[src/common/ppu_bg_pkg.sv]
// Shared types and constants for the background tile path; nametable mirroring is not modelled, so all four nametables are distinct
`default_nettype none

package ppu_bg_pkg;

	// One byte address in the 64 KiB video memory space
	typedef logic [15:0] vram_addr_t;

	// One data byte read from video memory
	typedef logic [7:0] vram_byte_t;

	// Pattern colour, high plane bit in bit 1 and low plane bit in bit 0
	typedef logic [1:0] pixel_color_t;

	// Pixel position inside one 8x8 tile
	typedef logic [2:0] fine_t;

	// Screen pixel request address, row 0-239 and column 0-255
	typedef struct packed {
		logic [7:0] screen_row;
		logic [7:0] screen_col;
	} pixel_coord_t;

	// Scroll position and the control register that steers the background
	typedef struct packed {
		logic [7:0] scroll_x;
		logic [7:0] scroll_y;
		logic [7:0] ppu_ctrl1;
	} scroll_cfg_t;

	// Where a pixel lives, as seen by the fetch logic
	typedef struct packed {
		vram_addr_t nametable_ptr;
		fine_t      fine_row;
		fine_t      fine_col;
		vram_addr_t pattern_base;
	} tile_loc_t;

	// Nametable 0 starts here, the other three follow at a fixed step
	localparam vram_addr_t NT_BASE = 16'h2000;
	localparam vram_addr_t NT_SIZE = 16'h0400;

	// Second pattern table, the first one sits at address zero
	localparam vram_addr_t PAT_BASE_HI = 16'h1000;
	localparam vram_addr_t PAT_TILE_BYTES = 16'd16;
	localparam vram_addr_t PAT_PLANE_OFS = 16'd8;

	// Size of the four-screen nametable space in pixels
	localparam int unsigned ROW_WRAP = 480;
	localparam int unsigned COL_WRAP = 512;
	localparam int unsigned ROW_NT_OFS = 240;

	// Bits of ppu_ctrl1 that this path looks at
	localparam int unsigned CTRL_ROW_BIT = 1;
	localparam int unsigned CTRL_COL_BIT = 2;
	localparam int unsigned CTRL_PAT_BIT = 4;

endpackage

`default_nettype wire

[src/nametable_mapper.sv]
// Purely combinational; coord must be a visible pixel (row below 240) for the nametable row to be meaningful
`timescale 1ns/1ns
`default_nettype none

module nametable_mapper (
	input  ppu_bg_pkg::pixel_coord_t coord,
	input  ppu_bg_pkg::scroll_cfg_t  cfg,
	output ppu_bg_pkg::tile_loc_t    loc
);
	import ppu_bg_pkg::*;

	// Ten bits are needed because screen + scroll + nametable offset can reach 766
	logic [9:0] row_sum;
	logic [9:0] col_sum;
	logic [9:0] row_wrap;
	logic [8:0] col_wrap;
	logic       row_half;
	logic       col_half;
	logic [7:0] row_in_nt;
	logic [1:0] nt_index;
	vram_addr_t nt_offset;

	// Row in the nametable space, control bit 1 starts in the lower pair of nametables
	assign row_sum = {2'b00, coord.screen_row} + {2'b00, cfg.scroll_y}
		+ (cfg.ppu_ctrl1[CTRL_ROW_BIT] ? 10'(ROW_NT_OFS) : 10'd0);

	// Column in the nametable space, control bit 2 starts in the right pair
	assign col_sum = {2'b00, coord.screen_col} + {2'b00, cfg.scroll_x}
		+ (cfg.ppu_ctrl1[CTRL_COL_BIT] ? 10'(COL_WRAP / 2) : 10'd0);

	// A single subtract is enough since neither sum reaches twice the wrap size
	assign row_wrap = (row_sum >= 10'(ROW_WRAP)) ? row_sum - 10'(ROW_WRAP) : row_sum;
	assign col_wrap = (col_sum >= 10'(COL_WRAP)) ? 9'(col_sum - 10'(COL_WRAP)) : 9'(col_sum);

	// Rows 240 and up fall in nametables 2 and 3
	assign row_half = (row_wrap >= 10'(ROW_NT_OFS));
	assign col_half = col_wrap[8];

	// Row relative to the top of its own nametable, always 0-239
	assign row_in_nt = row_half ? 8'(row_wrap - 10'(ROW_NT_OFS)) : row_wrap[7:0];

	// Nametables are numbered left to right, then top to bottom
	assign nt_index = {row_half, col_half};

	// Thirty-two tiles per row, so the tile row lands in bits 9:5
	assign nt_offset = {6'b000000, row_in_nt[7:3], 5'b00000} + {11'b0, col_wrap[7:3]};

	always_comb begin
		loc.nametable_ptr = NT_BASE + vram_addr_t'(nt_index) * NT_SIZE + nt_offset;
		// 240 is a multiple of 8, so the fine row survives the half split
		loc.fine_row = row_wrap[2:0];
		loc.fine_col = col_wrap[2:0];
		loc.pattern_base = cfg.ppu_ctrl1[CTRL_PAT_BIT] ? PAT_BASE_HI : '0;
	end

endmodule

`default_nettype wire

[src/bg_fetch/tile_row_cache.sv]
// Single entry only; any write to video memory outside this path needs a flush or stale bytes are returned
`timescale 1ns/1ns
`default_nettype none

module tile_row_cache (
	input  logic                   clk,
	input  logic                   reset,
	input  logic                   flush,
	input  ppu_bg_pkg::tile_loc_t  loc,
	input  logic                   fill,
	input  ppu_bg_pkg::vram_byte_t fill_lo,
	input  ppu_bg_pkg::vram_byte_t fill_hi,
	output logic                   hit,
	output ppu_bg_pkg::vram_byte_t plane_lo,
	output ppu_bg_pkg::vram_byte_t plane_hi
);
	import ppu_bg_pkg::*;

	// A tile row is identified by where the tile index came from, which row
	// of the tile is wanted and which pattern table it is read from
	typedef struct packed {
		vram_addr_t nametable_ptr;
		fine_t      fine_row;
		vram_addr_t pattern_base;
	} cache_tag_t;

	logic       valid;
	cache_tag_t tag_q;
	cache_tag_t cur_tag;
	vram_byte_t lo_q;
	vram_byte_t hi_q;

	// Fine column is left out so every pixel of the row shares the entry
	always_comb begin
		cur_tag.nametable_ptr = loc.nametable_ptr;
		cur_tag.fine_row = loc.fine_row;
		cur_tag.pattern_base = loc.pattern_base;
	end

	// Lookup happens in the same cycle as the request
	assign hit = valid && (tag_q == cur_tag);
	assign plane_lo = lo_q;
	assign plane_hi = hi_q;

	// Flush takes priority so a fill racing a memory change is dropped
	always_ff @(posedge clk) begin
		if (reset || flush) begin
			valid <= 1'b0;
		end else if (fill) begin
			valid <= 1'b1;
		end
	end

	// The stored row itself, only meaningful while valid is set
	always_ff @(posedge clk) begin
		if (fill && !flush) begin
			tag_q <= cur_tag;
			lo_q <= fill_lo;
			hi_q <= fill_hi;
		end
	end

endmodule

`default_nettype wire

[src/bg_fetch/bg_fetch_ctrl.sv]
// One request at a time; pix_adr and scroll settings must stay stable from request to pix_ack
`timescale 1ns/1ns
`default_nettype none

module bg_fetch_ctrl (
	input  logic                     clk,
	input  logic                     reset,
	input  logic                     pix_cyc,
	input  logic                     pix_stb,
	output logic                     pix_ack,
	output ppu_bg_pkg::pixel_color_t pix_dat,
	input  ppu_bg_pkg::tile_loc_t    loc,
	input  logic                     hit,
	input  ppu_bg_pkg::vram_byte_t   plane_lo,
	input  ppu_bg_pkg::vram_byte_t   plane_hi,
	output logic                     fill,
	output ppu_bg_pkg::vram_byte_t   fill_lo,
	output ppu_bg_pkg::vram_byte_t   fill_hi,
	output logic                     vram_cyc,
	output logic                     vram_stb,
	output ppu_bg_pkg::vram_addr_t   vram_adr,
	input  logic                     vram_ack,
	input  ppu_bg_pkg::vram_byte_t   vram_dat
);
	import ppu_bg_pkg::*;

	typedef enum logic [2:0] {
		idle,
		read_tile,
		read_lo,
		read_hi,
		respond
	} fetch_state_t;

	fetch_state_t state;
	logic         bus_req;
	logic         req_valid;
	logic         bus_done;
	vram_byte_t   tile_q;
	vram_byte_t   lo_q;
	pixel_color_t color_q;
	vram_addr_t   plane_adr;

	// Bit 7 of a pattern byte is the leftmost pixel of the tile
	function automatic pixel_color_t pick_color(vram_byte_t lo, vram_byte_t hi, fine_t col);
		fine_t bit_idx;
		bit_idx = 3'd7 - col;
		return {hi[bit_idx], lo[bit_idx]};
	endfunction

	assign req_valid = pix_cyc && pix_stb;

	// A read finishes when the slave acks the strobe we are holding
	assign bus_done = bus_req && vram_ack;

	// Low plane byte of the wanted row, the high plane sits eight bytes on
	assign plane_adr = loc.pattern_base + vram_addr_t'(tile_q) * PAT_TILE_BYTES
		+ vram_addr_t'(loc.fine_row);

	always_comb begin
		case (state)
			read_tile: vram_adr = loc.nametable_ptr;
			read_hi: vram_adr = plane_adr + PAT_PLANE_OFS;
			default: vram_adr = plane_adr;
		endcase
	end

	// Cycle and strobe move together since every cycle carries a single read
	assign vram_cyc = bus_req;
	assign vram_stb = bus_req;

	// The cache takes the row on the same edge as the last read completes
	assign fill = (state == read_hi) && bus_done;
	assign fill_lo = lo_q;
	assign fill_hi = vram_dat;

	assign pix_ack = (state == respond);
	assign pix_dat = color_q;

	// The strobe is dropped for one cycle after each ack, then raised again
	// for the next read, so each read is its own bus cycle
	always_ff @(posedge clk) begin
		if (reset) begin
			state <= idle;
			bus_req <= 1'b0;
		end else begin
			case (state)
				idle: begin
					if (req_valid) begin
						if (hit) begin
							state <= respond;
						end else begin
							state <= read_tile;
							bus_req <= 1'b1;
						end
					end
				end
				read_tile: begin
					if (bus_done) begin
						bus_req <= 1'b0;
						state <= read_lo;
					end
				end
				read_lo: begin
					if (!bus_req) begin
						bus_req <= 1'b1;
					end else if (vram_ack) begin
						bus_req <= 1'b0;
						state <= read_hi;
					end
				end
				read_hi: begin
					if (!bus_req) begin
						bus_req <= 1'b1;
					end else if (vram_ack) begin
						bus_req <= 1'b0;
						state <= respond;
					end
				end
				// Ack lasts one cycle, the next request is sampled back in idle
				respond: state <= idle;
				default: state <= idle;
			endcase
		end
	end

	// Fetched bytes and the answer, each captured once per request
	always_ff @(posedge clk) begin
		if (state == idle && req_valid && hit) begin
			color_q <= pick_color(plane_lo, plane_hi, loc.fine_col);
		end
		if (state == read_tile && bus_done) begin
			tile_q <= vram_dat;
		end
		if (state == read_lo && bus_done) begin
			lo_q <= vram_dat;
		end
		if (fill) begin
			color_q <= pick_color(lo_q, vram_dat, loc.fine_col);
		end
	end

endmodule

`default_nettype wire

[src/ppu_bg_top.sv]
// Background pattern colour only; attributes, palettes, sprites and VRAM mirroring live elsewhere
`timescale 1ns/1ns
`default_nettype none

module ppu_bg_top (
	input  logic                     clk,
	input  logic                     reset,
	input  logic                     flush,
	input  ppu_bg_pkg::scroll_cfg_t  cfg,
	input  logic                     pix_cyc,
	input  logic                     pix_stb,
	input  ppu_bg_pkg::pixel_coord_t pix_adr,
	output logic                     pix_ack,
	output ppu_bg_pkg::pixel_color_t pix_dat,
	output logic                     vram_cyc,
	output logic                     vram_stb,
	output ppu_bg_pkg::vram_addr_t   vram_adr,
	input  logic                     vram_ack,
	input  ppu_bg_pkg::vram_byte_t   vram_dat
);
	import ppu_bg_pkg::*;

	tile_loc_t  loc;
	logic       hit;
	vram_byte_t plane_lo;
	vram_byte_t plane_hi;
	logic       fill;
	vram_byte_t fill_lo;
	vram_byte_t fill_hi;

	// Scroll arithmetic straight from the request address
	nametable_mapper u_mapper (
		.coord (pix_adr),
		.cfg   (cfg),
		.loc   (loc)
	);

	// Remembers the last tile row so neighbouring pixels skip the bus
	tile_row_cache u_cache (
		.clk      (clk),
		.reset    (reset),
		.flush    (flush),
		.loc      (loc),
		.fill     (fill),
		.fill_lo  (fill_lo),
		.fill_hi  (fill_hi),
		.hit      (hit),
		.plane_lo (plane_lo),
		.plane_hi (plane_hi)
	);

	// Owns both bus ports and sequences the three reads on a miss
	bg_fetch_ctrl u_ctrl (
		.clk      (clk),
		.reset    (reset),
		.pix_cyc  (pix_cyc),
		.pix_stb  (pix_stb),
		.pix_ack  (pix_ack),
		.pix_dat  (pix_dat),
		.loc      (loc),
		.hit      (hit),
		.plane_lo (plane_lo),
		.plane_hi (plane_hi),
		.fill     (fill),
		.fill_lo  (fill_lo),
		.fill_hi  (fill_hi),
		.vram_cyc (vram_cyc),
		.vram_stb (vram_stb),
		.vram_adr (vram_adr),
		.vram_ack (vram_ack),
		.vram_dat (vram_dat)
	);

endmodule

`default_nettype wire

[config.mk]
export PLATFORM = sky130hd
export DESIGN_NAME = ppu_bg_top
export DESIGN_NICKNAME = d
export VERILOG_FILES = /design/src/common/ppu_bg_pkg.sv /design/src/nametable_mapper.sv /design/src/bg_fetch/tile_row_cache.sv /design/src/bg_fetch/bg_fetch_ctrl.sv /design/src/ppu_bg_top.sv
export SDC_FILE = /design/constraint.sdc
export NUM_CORES = 1
export LEC_CHECK = 0
export BUFFER_PORTS_ARGS = -buffer_cell sky130_fd_sc_hd__buf_2
export CORE_UTILIZATION = 40
export CTS_CLUSTER_DIAMETER = 50
export CTS_CLUSTER_SIZE = 24
export DETAILED_ROUTE_END_ITERATION = 7
export GPL_ROUTABILITY_DRIVEN = 1
export GPL_TIMING_DRIVEN = 1
export PLACE_DENSITY = 0.65
export SLEW_MARGIN = 20
export SYNTH_ARGS = -nofsm -noshare
export SYNTH_HDL_FRONTEND = slang
export SYNTH_HIERARCHICAL = 1
export SYNTH_SLANG_ARGS = --single-unit
[constraint.sdc]
create_clock -name clk -period 6.2 [get_ports clk]
set_input_delay 0.93 -clock clk [delete_from_list [all_inputs] [get_ports clk]]
set_output_delay 0.93 -clock clk [all_outputs]
set_load 0.03 [all_outputs]
==> run_results.csv, run 1 <==
group,metric,value,unit
cts,clk_pin_slew,0.06,ns
synthesis,synth.cell_area,5530,µm²
routing,drc,0,
routing,drtPass1Iterations,4,
routing,dr.first_iter.drc_count,235,
critical_path,end_kind,"flip-flop",
cts,numCtsBuffers,9,
synthesis,synthCells,503,
global_route,grt_pass1_wl,20000,µm
critical_path,cp.arrival,5.52,ns
pwr,netSwitchingFraction,33.3,%
synthesis,synth_flop_cell,"edfxtp_1",
pwr,p_leak,2.39,nW
pwr,cellInternalPower,0.00115,W
place,io_buffers,67,
critical_path,required,6.23,ns
critical_path,critPathBufInv,3,
run,maxCapViolCount,0,
min_path,worstHoldPathCells,0,
cts,postCtsSetupBuffers,0,
global_route,grt.busiest_layer,"met2",
synthesis,ys_warn_count,6,
global_route,met2_usage,29.8,%
cts,cts_tree,"built",
timing,drv_slew,0,
floorplan,fp-row-count,42,
min_path,hp-start,"u_ctrl/fill_lo[4]",
pwr,irDropWorstVdd,260,µV
pwr,power_density,276,nW/µm²
floorplan,io_pins,75,
layout,drive_gt1_share,22.4,%
synthesis,ys_seq_area_share,39.3,%
critical_path,start_kind,"primary input",
floorplan,die_w,120,µm
critical_path,path_delay_family,"simple AND/OR/NAND/NOR gates",
routing,via_per_inst,5.43,
cts,root_buffer,"clkbuf_16",
cts,ctsHoldBuffers,0,
routing,via_count,4012,
cts,ctsResizeCount,0,
critical_path,path_cells,"buf_2, inv_1, fa_1, inv_1, ha_1, o21ai_0, nor3_2, mux2i_1, a2111oi_4, and3_1, nor2_1, ha_1, a31o_4, xor2_1, xor2_1, nor4_1, nand3_1, nor4_2, a22oi_1, nor2_1",
place,hpwl,9680,µm
timing,grt_setup_unrepaired,"no",
synthesis,syn_avg_cell_area,11.0,µm²
global_route,overflow,0,
global_route,grt_pass1_vias,3909,
synthesis,synth_edf_count,69,
cts,cts_buffer_depth,2,
critical_path,cpPeakStageDelay,0.55,ns
critical_path,crit_path_max_fanout,5,
floorplan,die_y,120,µm
global_route,grt.total_usage,18.1,%
layout,areaGrowthSynthToFinish,12.6,%
floorplan,initial_core_util,41.4,%
pwr,power.net_switching,0.000572,W
critical_path,timing.rr.end,"u_cache/tag_q[17]",
timing,tns,0,ns
status,outcome,"finished, final reports clean",
cts,htreeDepth,3,
place,gp_congestion,0.880,
layout,nets,652,
critical_path,crit_type,"primary input to flip-flop",
pwr,p_clk_share,33.1,%
routing,wirelength,12200,µm
floorplan,die_area,14300,µm²
timing,setup_violations,0,
timing,fin_crit_sh,88.5,%
layout,utilization,46.6,%
routing,ant_nets,0,
layout,diodes,0,
global_route,grt_max_degree,35,
timing,timing.final.crit_period,5.48,ns
timing,worst-slew-pin-transition,0.902,ns
global_route,gr-usage-met3,2.52,%
routing,avgRoutedWirePerCell,16.6,µm
place,place_area,5900,µm²
timing,fmax,182,MHz
timing,relSlewSlack,39.6,%
layout,final_cell_area,6220,µm²
critical_path,r2r_slack,3.44,ns
critical_path,r2r-start,"u_ctrl/state[1]",
critical_path,reg2regPathDepth,4,
global_route,met1_usage,24.5,%
timing,hold_violations,0,
synthesis,ys_types,80,
synthesis,yosys_register_bits,74,
min_path,holdPathEnd,"u_cache/plane_lo[4]",
critical_path,crit_path_top_delay_cell,"fa_1",
cts,cts_sinks,74,
floorplan,core_area,13300,µm²
pwr,p_seq_share,32.8,%
global_route,antenna_found_initial,0,
cts,clk_latency,0.34,ns
timing,finalClockSkew,0.00665,ns
synthesis,async_flop_share,0,%
min_path,hold_path.class,"flip-flop to flip-flop",
pwr,combPwrFrac,34.1,%
-- registers in the layout, indices dropped and copies added (netlist names) --
register	cells
u_ctrl/fill_lo	8
u_cache/plane_lo	8
u_ctrl/vram_cyc	1
u_ctrl/state	3
u_cache/plane_hi	8
u_ctrl/pix_dat	2
u_cache/valid	1
u_cache/tag_q	35
u_ctrl/tile_q	8
-- worst reg2reg max path, delay by kind of cell, from the launching register on --
family,cells,cell delay [ns]
buffers and inverters,1,0.53
DFF,1,0.72
and+or+nand+nor,3,1.15
-- power groups by stage --
stage	combinational (W)	sequential (W)	clock, W
2_1_floorplan	0.000458	0.000574	0
3_3_place_gp	0.000562	0.000573	0
3_5_place_dp	0.000574	0.000573	0
4_1_cts	0.000578	0.000563	0.000574
5_1_grt	0.000645	0.000563	0.000595
6_report	0.000586	0.000563	0.000568
-- cells by family after synthesis --
| family | share of synthesized area [%] |
|---|---|
| muxes | 6.40 |
| adders and majority gates | 10.0 |
| buffers and inverters | 6.49 |
| and+or+nand+nor | 12.7 |
| xor gates and xnor gates | 9.17 |
| other | 0.136 |
| AOI/OAI and AO/OA | 15.8 |
| DFF | 39.3 |
-- layout make-up --
cell class,instances,area (µm²)
Clock buffer,9,225
Clock inverter,7,101
Fill cell,1255,7120
Inverter,23,86.3
Multi-Input combinational cell,381,3070
Sequential cell,74,2170
Tap cell,176,220
Timing Repair Buffer,69,350
-- cells in the final DEF, fill, tap and decap left out, types with 20 or more instances in the layout --
cell       n
a21oi_1   32
buf_2     67
edfxtp_1  69
ha_1      33
inv_1     23
nor2_1    30
o21ai_0   22
xnor2_1   20
xor2_1    36
-- worst max-delay path by stage --
stage,from,to,slack (ns),cells after the start
floorplan,cfg[1],vram_adr[6],1.33,15
global placement,cfg[1],u_ctrl/pix_dat[1],0.55,20
detailed placement,cfg[1],u_ctrl/pix_dat[0],0.48,20
CTS,cfg[1],u_ctrl/pix_dat[0],0.71,20
global route,cfg[1],u_ctrl/pix_dat[1],0.31,20
finish,cfg[1],u_ctrl/pix_dat[0],0.72,20
-- cell usage after synthesis (3+ instances only) --
library cell	count	area, µm²
edfxtp_1	69	2070
a21oi_1	32	160
nand4_1	7	43.8
mux2_2	3	33.8
o311a_1	3	30.0
clkbuf_1	9	33.8
inv_1	23	86.3
nand2b_1	3	18.8
nand2_1	19	71.3
a22oi_1	4	30.0
nor3_1	13	65.1
a21o_1	4	30.0
xnor2_1	20	175
nor2_1	30	113
nor2b_1	6	37.5
xor2_1	36	315
fa_1	7	140
mux2i_1	8	80.1
dfxtp_1	5	100
and2_1	4	25.0
o21bai_1	3	22.5
nor4_1	10	62.6
buf_4	30	225
o211ai_1	4	30.0
o21ai_0	22	110
nand3_1	17	85.1
mux4_2	10	225
a221o_1	4	40.0
ha_1	33	413
-- layer usage --
layer  vias to the layer above  wire length, µm
li1                       1965                -
met2                        77             6050
met1                      1956             5610
met3                        14              405
met5                         -                0
met4                         0              176
-- through the flow --
step / worst slack [ns] / total power, W / hold WS [ns] / cells
floorplan: 1.33 / 0.00103 / 0.421 / 520
global placement: 0.554 / 0.00113 / 0.427 / 723
detailed placement: 0.477 / 0.00115 / 0.431 / 723
CTS: 0.712 / 0.00171 / 0.446 / 739
global route: 0.309 / 0.00180 / 0.462 / 739
finish: 0.716 / 0.00172 / 0.443 / 739
(Power assumes the default switching activity.)
==> inputs of run 2 (changes only) <==
PLACE_DENSITY = 0.66   (was 0.65)
==> run_results.csv, run 2 (synthesized netlist as in run 1, its figures left out) <==
group,metric,value,unit
timing,drv_slew,0,
timing,timing.final.crit_period,5.52,ns
global_route,grt_pass1_vias,3963,
place,hpwl,9750,µm
routing,via_per_inst,5.49,
critical_path,crit_end,"u_ctrl/pix_dat[1]",
place,gp_congestion,0.881,
routing,dr.first_iter.drc_count,265,
run,maxCapViolCount,0,
critical_path,timing.rr.end,"u_ctrl/tile_q[5]",
cts,numCtsBuffers,9,
routing,avgRoutedWirePerCell,16.8,µm
floorplan,die_area,14300,µm²
critical_path,reg2regPathDepth,4,
layout,drive_gt1_share,22.4,%
routing,via_count,4059,
floorplan,core_area,13300,µm²
cts,cts_tree,"built",
cts,postCtsSetupBuffers,0,
place,place_inst,723,
timing,tns,0,ns
critical_path,path_cells,"buf_2, inv_1, fa_1, inv_1, ha_1, o21ai_0, nor3_2, mux2i_1, a2111oi_4, and3_1, nor2_1, ha_1, a31o_4, xor2_1, xor2_1, nor4_1, nand3_1, nor4_2, a22oi_1, nor2_1",
routing,drtPass1Iterations,7,
timing,fin_crit_sh,89.0,%
layout,multi_input_area,3070,µm²
floorplan,die_y,120,µm
critical_path,crit_path_max_fanout,5,
global_route,overflow,0,
critical_path,crit_type,"primary input to flip-flop",
timing,finalClockSkew,0.00647,ns
timing,setup_violations,0,
floorplan,io_pins,75,
timing,relSlewSlack,33.9,%
floorplan,fp-row-count,42,
cts,clk_pin_slew,0.06,ns
critical_path,end_kind,"flip-flop",
timing,fmax,181,MHz
layout,register_area,2170,µm²
status,outcome,"finished, final reports clean",
layout,n_fill_cell,1245,
pwr,irDropWorstVdd,139,µV
layout,final_cells,739,
critical_path,start_kind,"primary input",
min_path,hold_path.class,"flip-flop to flip-flop",
global_route,grt_pass1_wl,20200,µm
timing,grt_setup_unrepaired,"no",
layout,layout_commonest_cell,"edfxtp_1",
cts,cts_sinks,74,
floorplan,initial_core_util,41.4,%
critical_path,required,6.23,ns
critical_path,r2r-start,"u_ctrl/state[0]",
critical_path,crit_path_top_delay_cell,"fa_1",
critical_path,r2r_slack,3.58,ns
pwr,p_leak,2.39,nW
timing,hold_violations,0,
pwr,power_density,272,nW/µm²
timing,worst-slew-pin-transition,0.988,ns
cts,ctsHoldBuffers,0,
routing,ant_nets,0,
layout,regMostFlops,"u_cache/tag_q",
critical_path,crit_start,"cfg[1]",
cts,clk_latency,0.34,ns
floorplan,die_w,120,µm
global_route,grt_max_degree,52,
layout,nets,652,
cts,htreeDepth,3,
layout,layout_common_cells,"69 x edfxtp_1, 67 x buf_2, 36 x xor2_1, 33 x ha_1, 32 x a21oi_1",
routing,drc,0,
global_route,grt.total_usage,18.3,%
layout,largest_reg_flops,35,
critical_path,cp.arrival,5.55,ns
cts,ctsResizeCount,0,
place,io_buffers,67,
layout,areaGrowthSynthToFinish,12.3,%
routing,wirelength,12400,µm
global_route,antenna_found_initial,0,
cts,root_buffer,"clkbuf_16",
cts,cts_buffer_depth,2,
critical_path,cpPeakStageDelay,0.54,ns
layout,diodes,0,
[run 2: changes by cell type in the layout (fill, tap and decap cells not counted), sizes merged]
cell	change
bufinv	-1
clkinv	+2
clkinvlp	-2
inv	+1
[run 2: routing by layer]
| layer | routed length, µm | GRT usage, % | up-vias | part of all wire [%] |
|---|---|---|---|---|
| met5 | 0 | 0 | - | 0 |
| li1 | - | - | 1958 | - |
| met4 | 223 | 5.78 | 0 | 1.8 |
| met2 | 5970 | 30.3 | 113 | 48 |
| met1 | 5640 | 24.3 | 1972 | 45 |
| met3 | 575 | 3.14 | 16 | 4.6 |
[run 2: final cells by class]
| class | count | area share, % |
|---|---|---|
| Multi-Input combinational cell | 381 | 49.4 |
| Sequential cell | 74 | 35.0 |
| Timing Repair Buffer | 69 | 5.64 |
| Clock buffer | 9 | 3.63 |
| Tap cell | 176 | 3.55 |
| Inverter | 23 | 1.39 |
| Clock inverter | 7 | 1.37 |
[run 2: through the flow]
stage	hold slack, ns	power, W	setup WS, ns	area (µm²)	utilization, %
detailed placement	0.432	0.00114	0.359	5900	44.2
CTS	0.452	0.00169	0.713	6210	46.5
finish	0.445	0.00169	0.681	6210	46.5
global route	0.458	0.00177	0.373	6210	46.5
global placement	0.426	0.00113	0.577	5900	44.2
floorplan	0.421	0.00103	1.33	5590	-
[run 2: worst min-delay path by stage]
| stage | startpoint | end | cells after the start |
|---|---|---|---|
| after floorplan | u_ctrl/fill_lo[1] | u_cache/plane_lo[1] | 0 |
| after detailed placement | u_ctrl/fill_lo[1] | u_cache/plane_lo[1] | 0 |
| after CTS | u_ctrl/fill_lo[4] | u_cache/plane_lo[4] | 0 |
| after global placement | u_ctrl/fill_lo[1] | u_cache/plane_lo[1] | 0 |
| final | u_ctrl/fill_lo[1] | u_cache/plane_lo[1] | 0 |
| after global routing | u_ctrl/fill_lo[1] | u_cache/plane_lo[1] | 0 |
[run 2: critical path: cells and delay by family]
kind,cells,cell delay (ns)
buffers and inverters,3,0.27
muxes,1,0.32
adders and majority gates,3,1.13
AOI/OAI and AO/OA,4,0.57
xor gates and xnor gates,2,0.43
and+or+nand+nor,7,1.89
[run 2: power by group]
part	switching [W]	total [W]	internal [W]
Clock	0.000220	0.000539	0.000319
Combinational	0.000355	0.000586	0.000230
Sequential	0.00000360	0.000563	0.000559
==> inputs of run 3 (changes only) <==
PLACE_DENSITY = 0.68   (was 0.66)
clock period = 4.7 ns   (was 6.2 ns; I/O delays follow)
==> run_results.csv, run 3 (synthesized netlist as in run 1, its figures left out) <==
group,metric,value,unit
timing,relSlewSlack,29.7,%
timing,worst-slew-pin-transition,1.05,ns
timing,timing.final.crit_period,4.67,ns
timing,fin_crit_sh,99.4,%
floorplan,core_area,13300,µm²
routing,dr.first_iter.drc_count,212,
timing,drv_slew,0,
critical_path,required,3.99,ns
cts,cts_tree,"built",
layout,regMostFlops,"u_cache/tag_q",
pwr,power_density,374,nW/µm²
critical_path,crit_path_max_fanout,4,
critical_path,critPathBufInv,5,
routing,via_per_inst,5.42,
floorplan,die_area,14300,µm²
routing,drtPass1Iterations,4,
pwr,p_total,0.00256,W
pwr,p_leak,2.65,nW
timing,setup_violations,0,
timing,hold_ws,0.454,ns
global_route,grt_pass1_wl,21400,µm
layout,largest_reg_flops,35,
layout,layout_commonest_cell,"edfxtp_1",
timing,tns,0,ns
layout,n_fill_cell,1193,
place,gp_congestion,0.898,
routing,wirelength,13400,µm
critical_path,end_kind,"output port",
floorplan,io_pins,75,
critical_path,start_kind,"primary input",
routing,drc,0,
critical_path,cpPeakStageDelay,0.49,ns
cts,root_buffer,"clkbuf_16",
floorplan,initial_core_util,41.4,%
critical_path,crit_top_cell,"buf_6",
run,maxCapViolCount,0,
timing,setup_ws,0.0287,ns
floorplan,die_y,120,µm
routing,avgRoutedWirePerCell,17.1,µm
cts,cts_sinks,74,
timing,finalClockSkew,0.00697,ns
routing,via_count,4231,
critical_path,path_delay_family,"compound AO/OA/AOI/OAI gates",
cts,clk_pin_slew,0.06,ns
place,io_buffers,67,
pwr,irDropWorstVdd,211,µV
cts,numCtsBuffers,9,
place,hpwl,10100,µm
cts,cts_buffer_depth,2,
critical_path,crit_path_top_delay_cell,"fa_1",
global_route,grt_max_degree,32,
critical_path,cp.arrival,3.97,ns
global_route,grt_pass1_vias,4262,
critical_path,crit_type,"primary input to output port",
timing,fmax,214,MHz
place,place_ws,-0.515,ns
cts,htreeDepth,3,
layout,layout_common_cells,"69 x edfxtp_1, 62 x buf_2, 40 x buf_4, 35 x xor2_1, 28 x nor2_1",
floorplan,fp-row-count,42,
layout,drive_gt1_share,32.9,%
min_path,hold_path.class,"flip-flop to flip-flop",
status,outcome,"finished, final reports clean",
routing,ant_nets,0,
layout,areaGrowthSynthToFinish,23.6,%
floorplan,die_w,120,µm
cts,clk_latency,0.34,ns
global_route,overflow,0,
timing,grt_setup_unrepaired,"yes",
layout,diodes,0,
cts,ctsHoldBuffers,0,
global_route,grt.total_usage,19.2,%
layout,nets,693,
critical_path,path_cells,"buf_8, buf_12, fa_1, ha_4, nand2_4, nor3_4, mux2i_2, a2111oi_4, buf_4, a311o_1, o211ai_2, a31o_4, buf_6, mux2_4, o221a_4, buf_6",
timing,hold_violations,0,
global_route,antenna_found_initial,0,
[run 3: path summary, 6_finish.rpt]
check / slack [ns] / startpoint / to / cells past startpoint
worst min register to register: 0.45 / u_ctrl/fill_lo[0] / u_cache/plane_lo[0] / 0
worst min-delay path: 0.45 / u_ctrl/fill_lo[0] / u_cache/plane_lo[0] / 0
worst max register to register: 1.78 / u_ctrl/state[2] / u_cache/plane_hi[2] / 5
worst max-delay path: 0.03 / cfg[1] / vram_adr[7] / 16
[run 3: cell type report]
type                            count  area, µm²  share of cell area (%)
Sequential cell                    74       2170                    31.8
Clock buffer                        9        225                    3.30
Clock inverter                      7       82.6                    1.21
Timing Repair Buffer              110        713                    10.4
Tap cell                          176        220                    3.22
Inverter                           23       86.3                    1.26
Multi-Input combinational cell    381       3330                    48.8
[run 3: where the power goes]
part,internal [W],switching [W],total [W]
sequential,0.000738,0.00000495,0.000743
clock,0.000420,0.000288,0.000708
combinational,0.000530,0.000577,0.00111
[run 3: routing by layer]
| layer | global-route usage [%] | vias up | routed length (µm) | share of wire [%] |
|---|---|---|---|---|
| li1 | - | 2047 | - | - |
| met1 | 24.8 | 2039 | 5810 | 43 |
| met2 | 31.5 | 118 | 6500 | 49 |
| met3 | 3.75 | 27 | 624 | 4.7 |
| met4 | 8.13 | 0 | 415 | 3.1 |
| met5 | 0 | - | 0 | 0 |
[run 3: stage by stage]
step           util, %  std cells  cell area [µm²]
2_1_floorplan        -        520             5590
3_3_place_gp      46.2        757             6170
3_5_place_dp      46.2        757             6170
4_1_cts           49.8        775             6650
5_1_grt           51.2        780             6830
6_report          51.2        780             6830
[run 3: repair_timing]
| action | 4_1_cts | 5_1_grt |
|---|---|---|
| hold endpoints to repair | 0 | 0 |
| setup buffers | 3 | 6 |
| setup endpoints to repair | 8 | 9 |
| pin swaps | 15 | 26 |
| gates resized for setup | 30 | 31 |
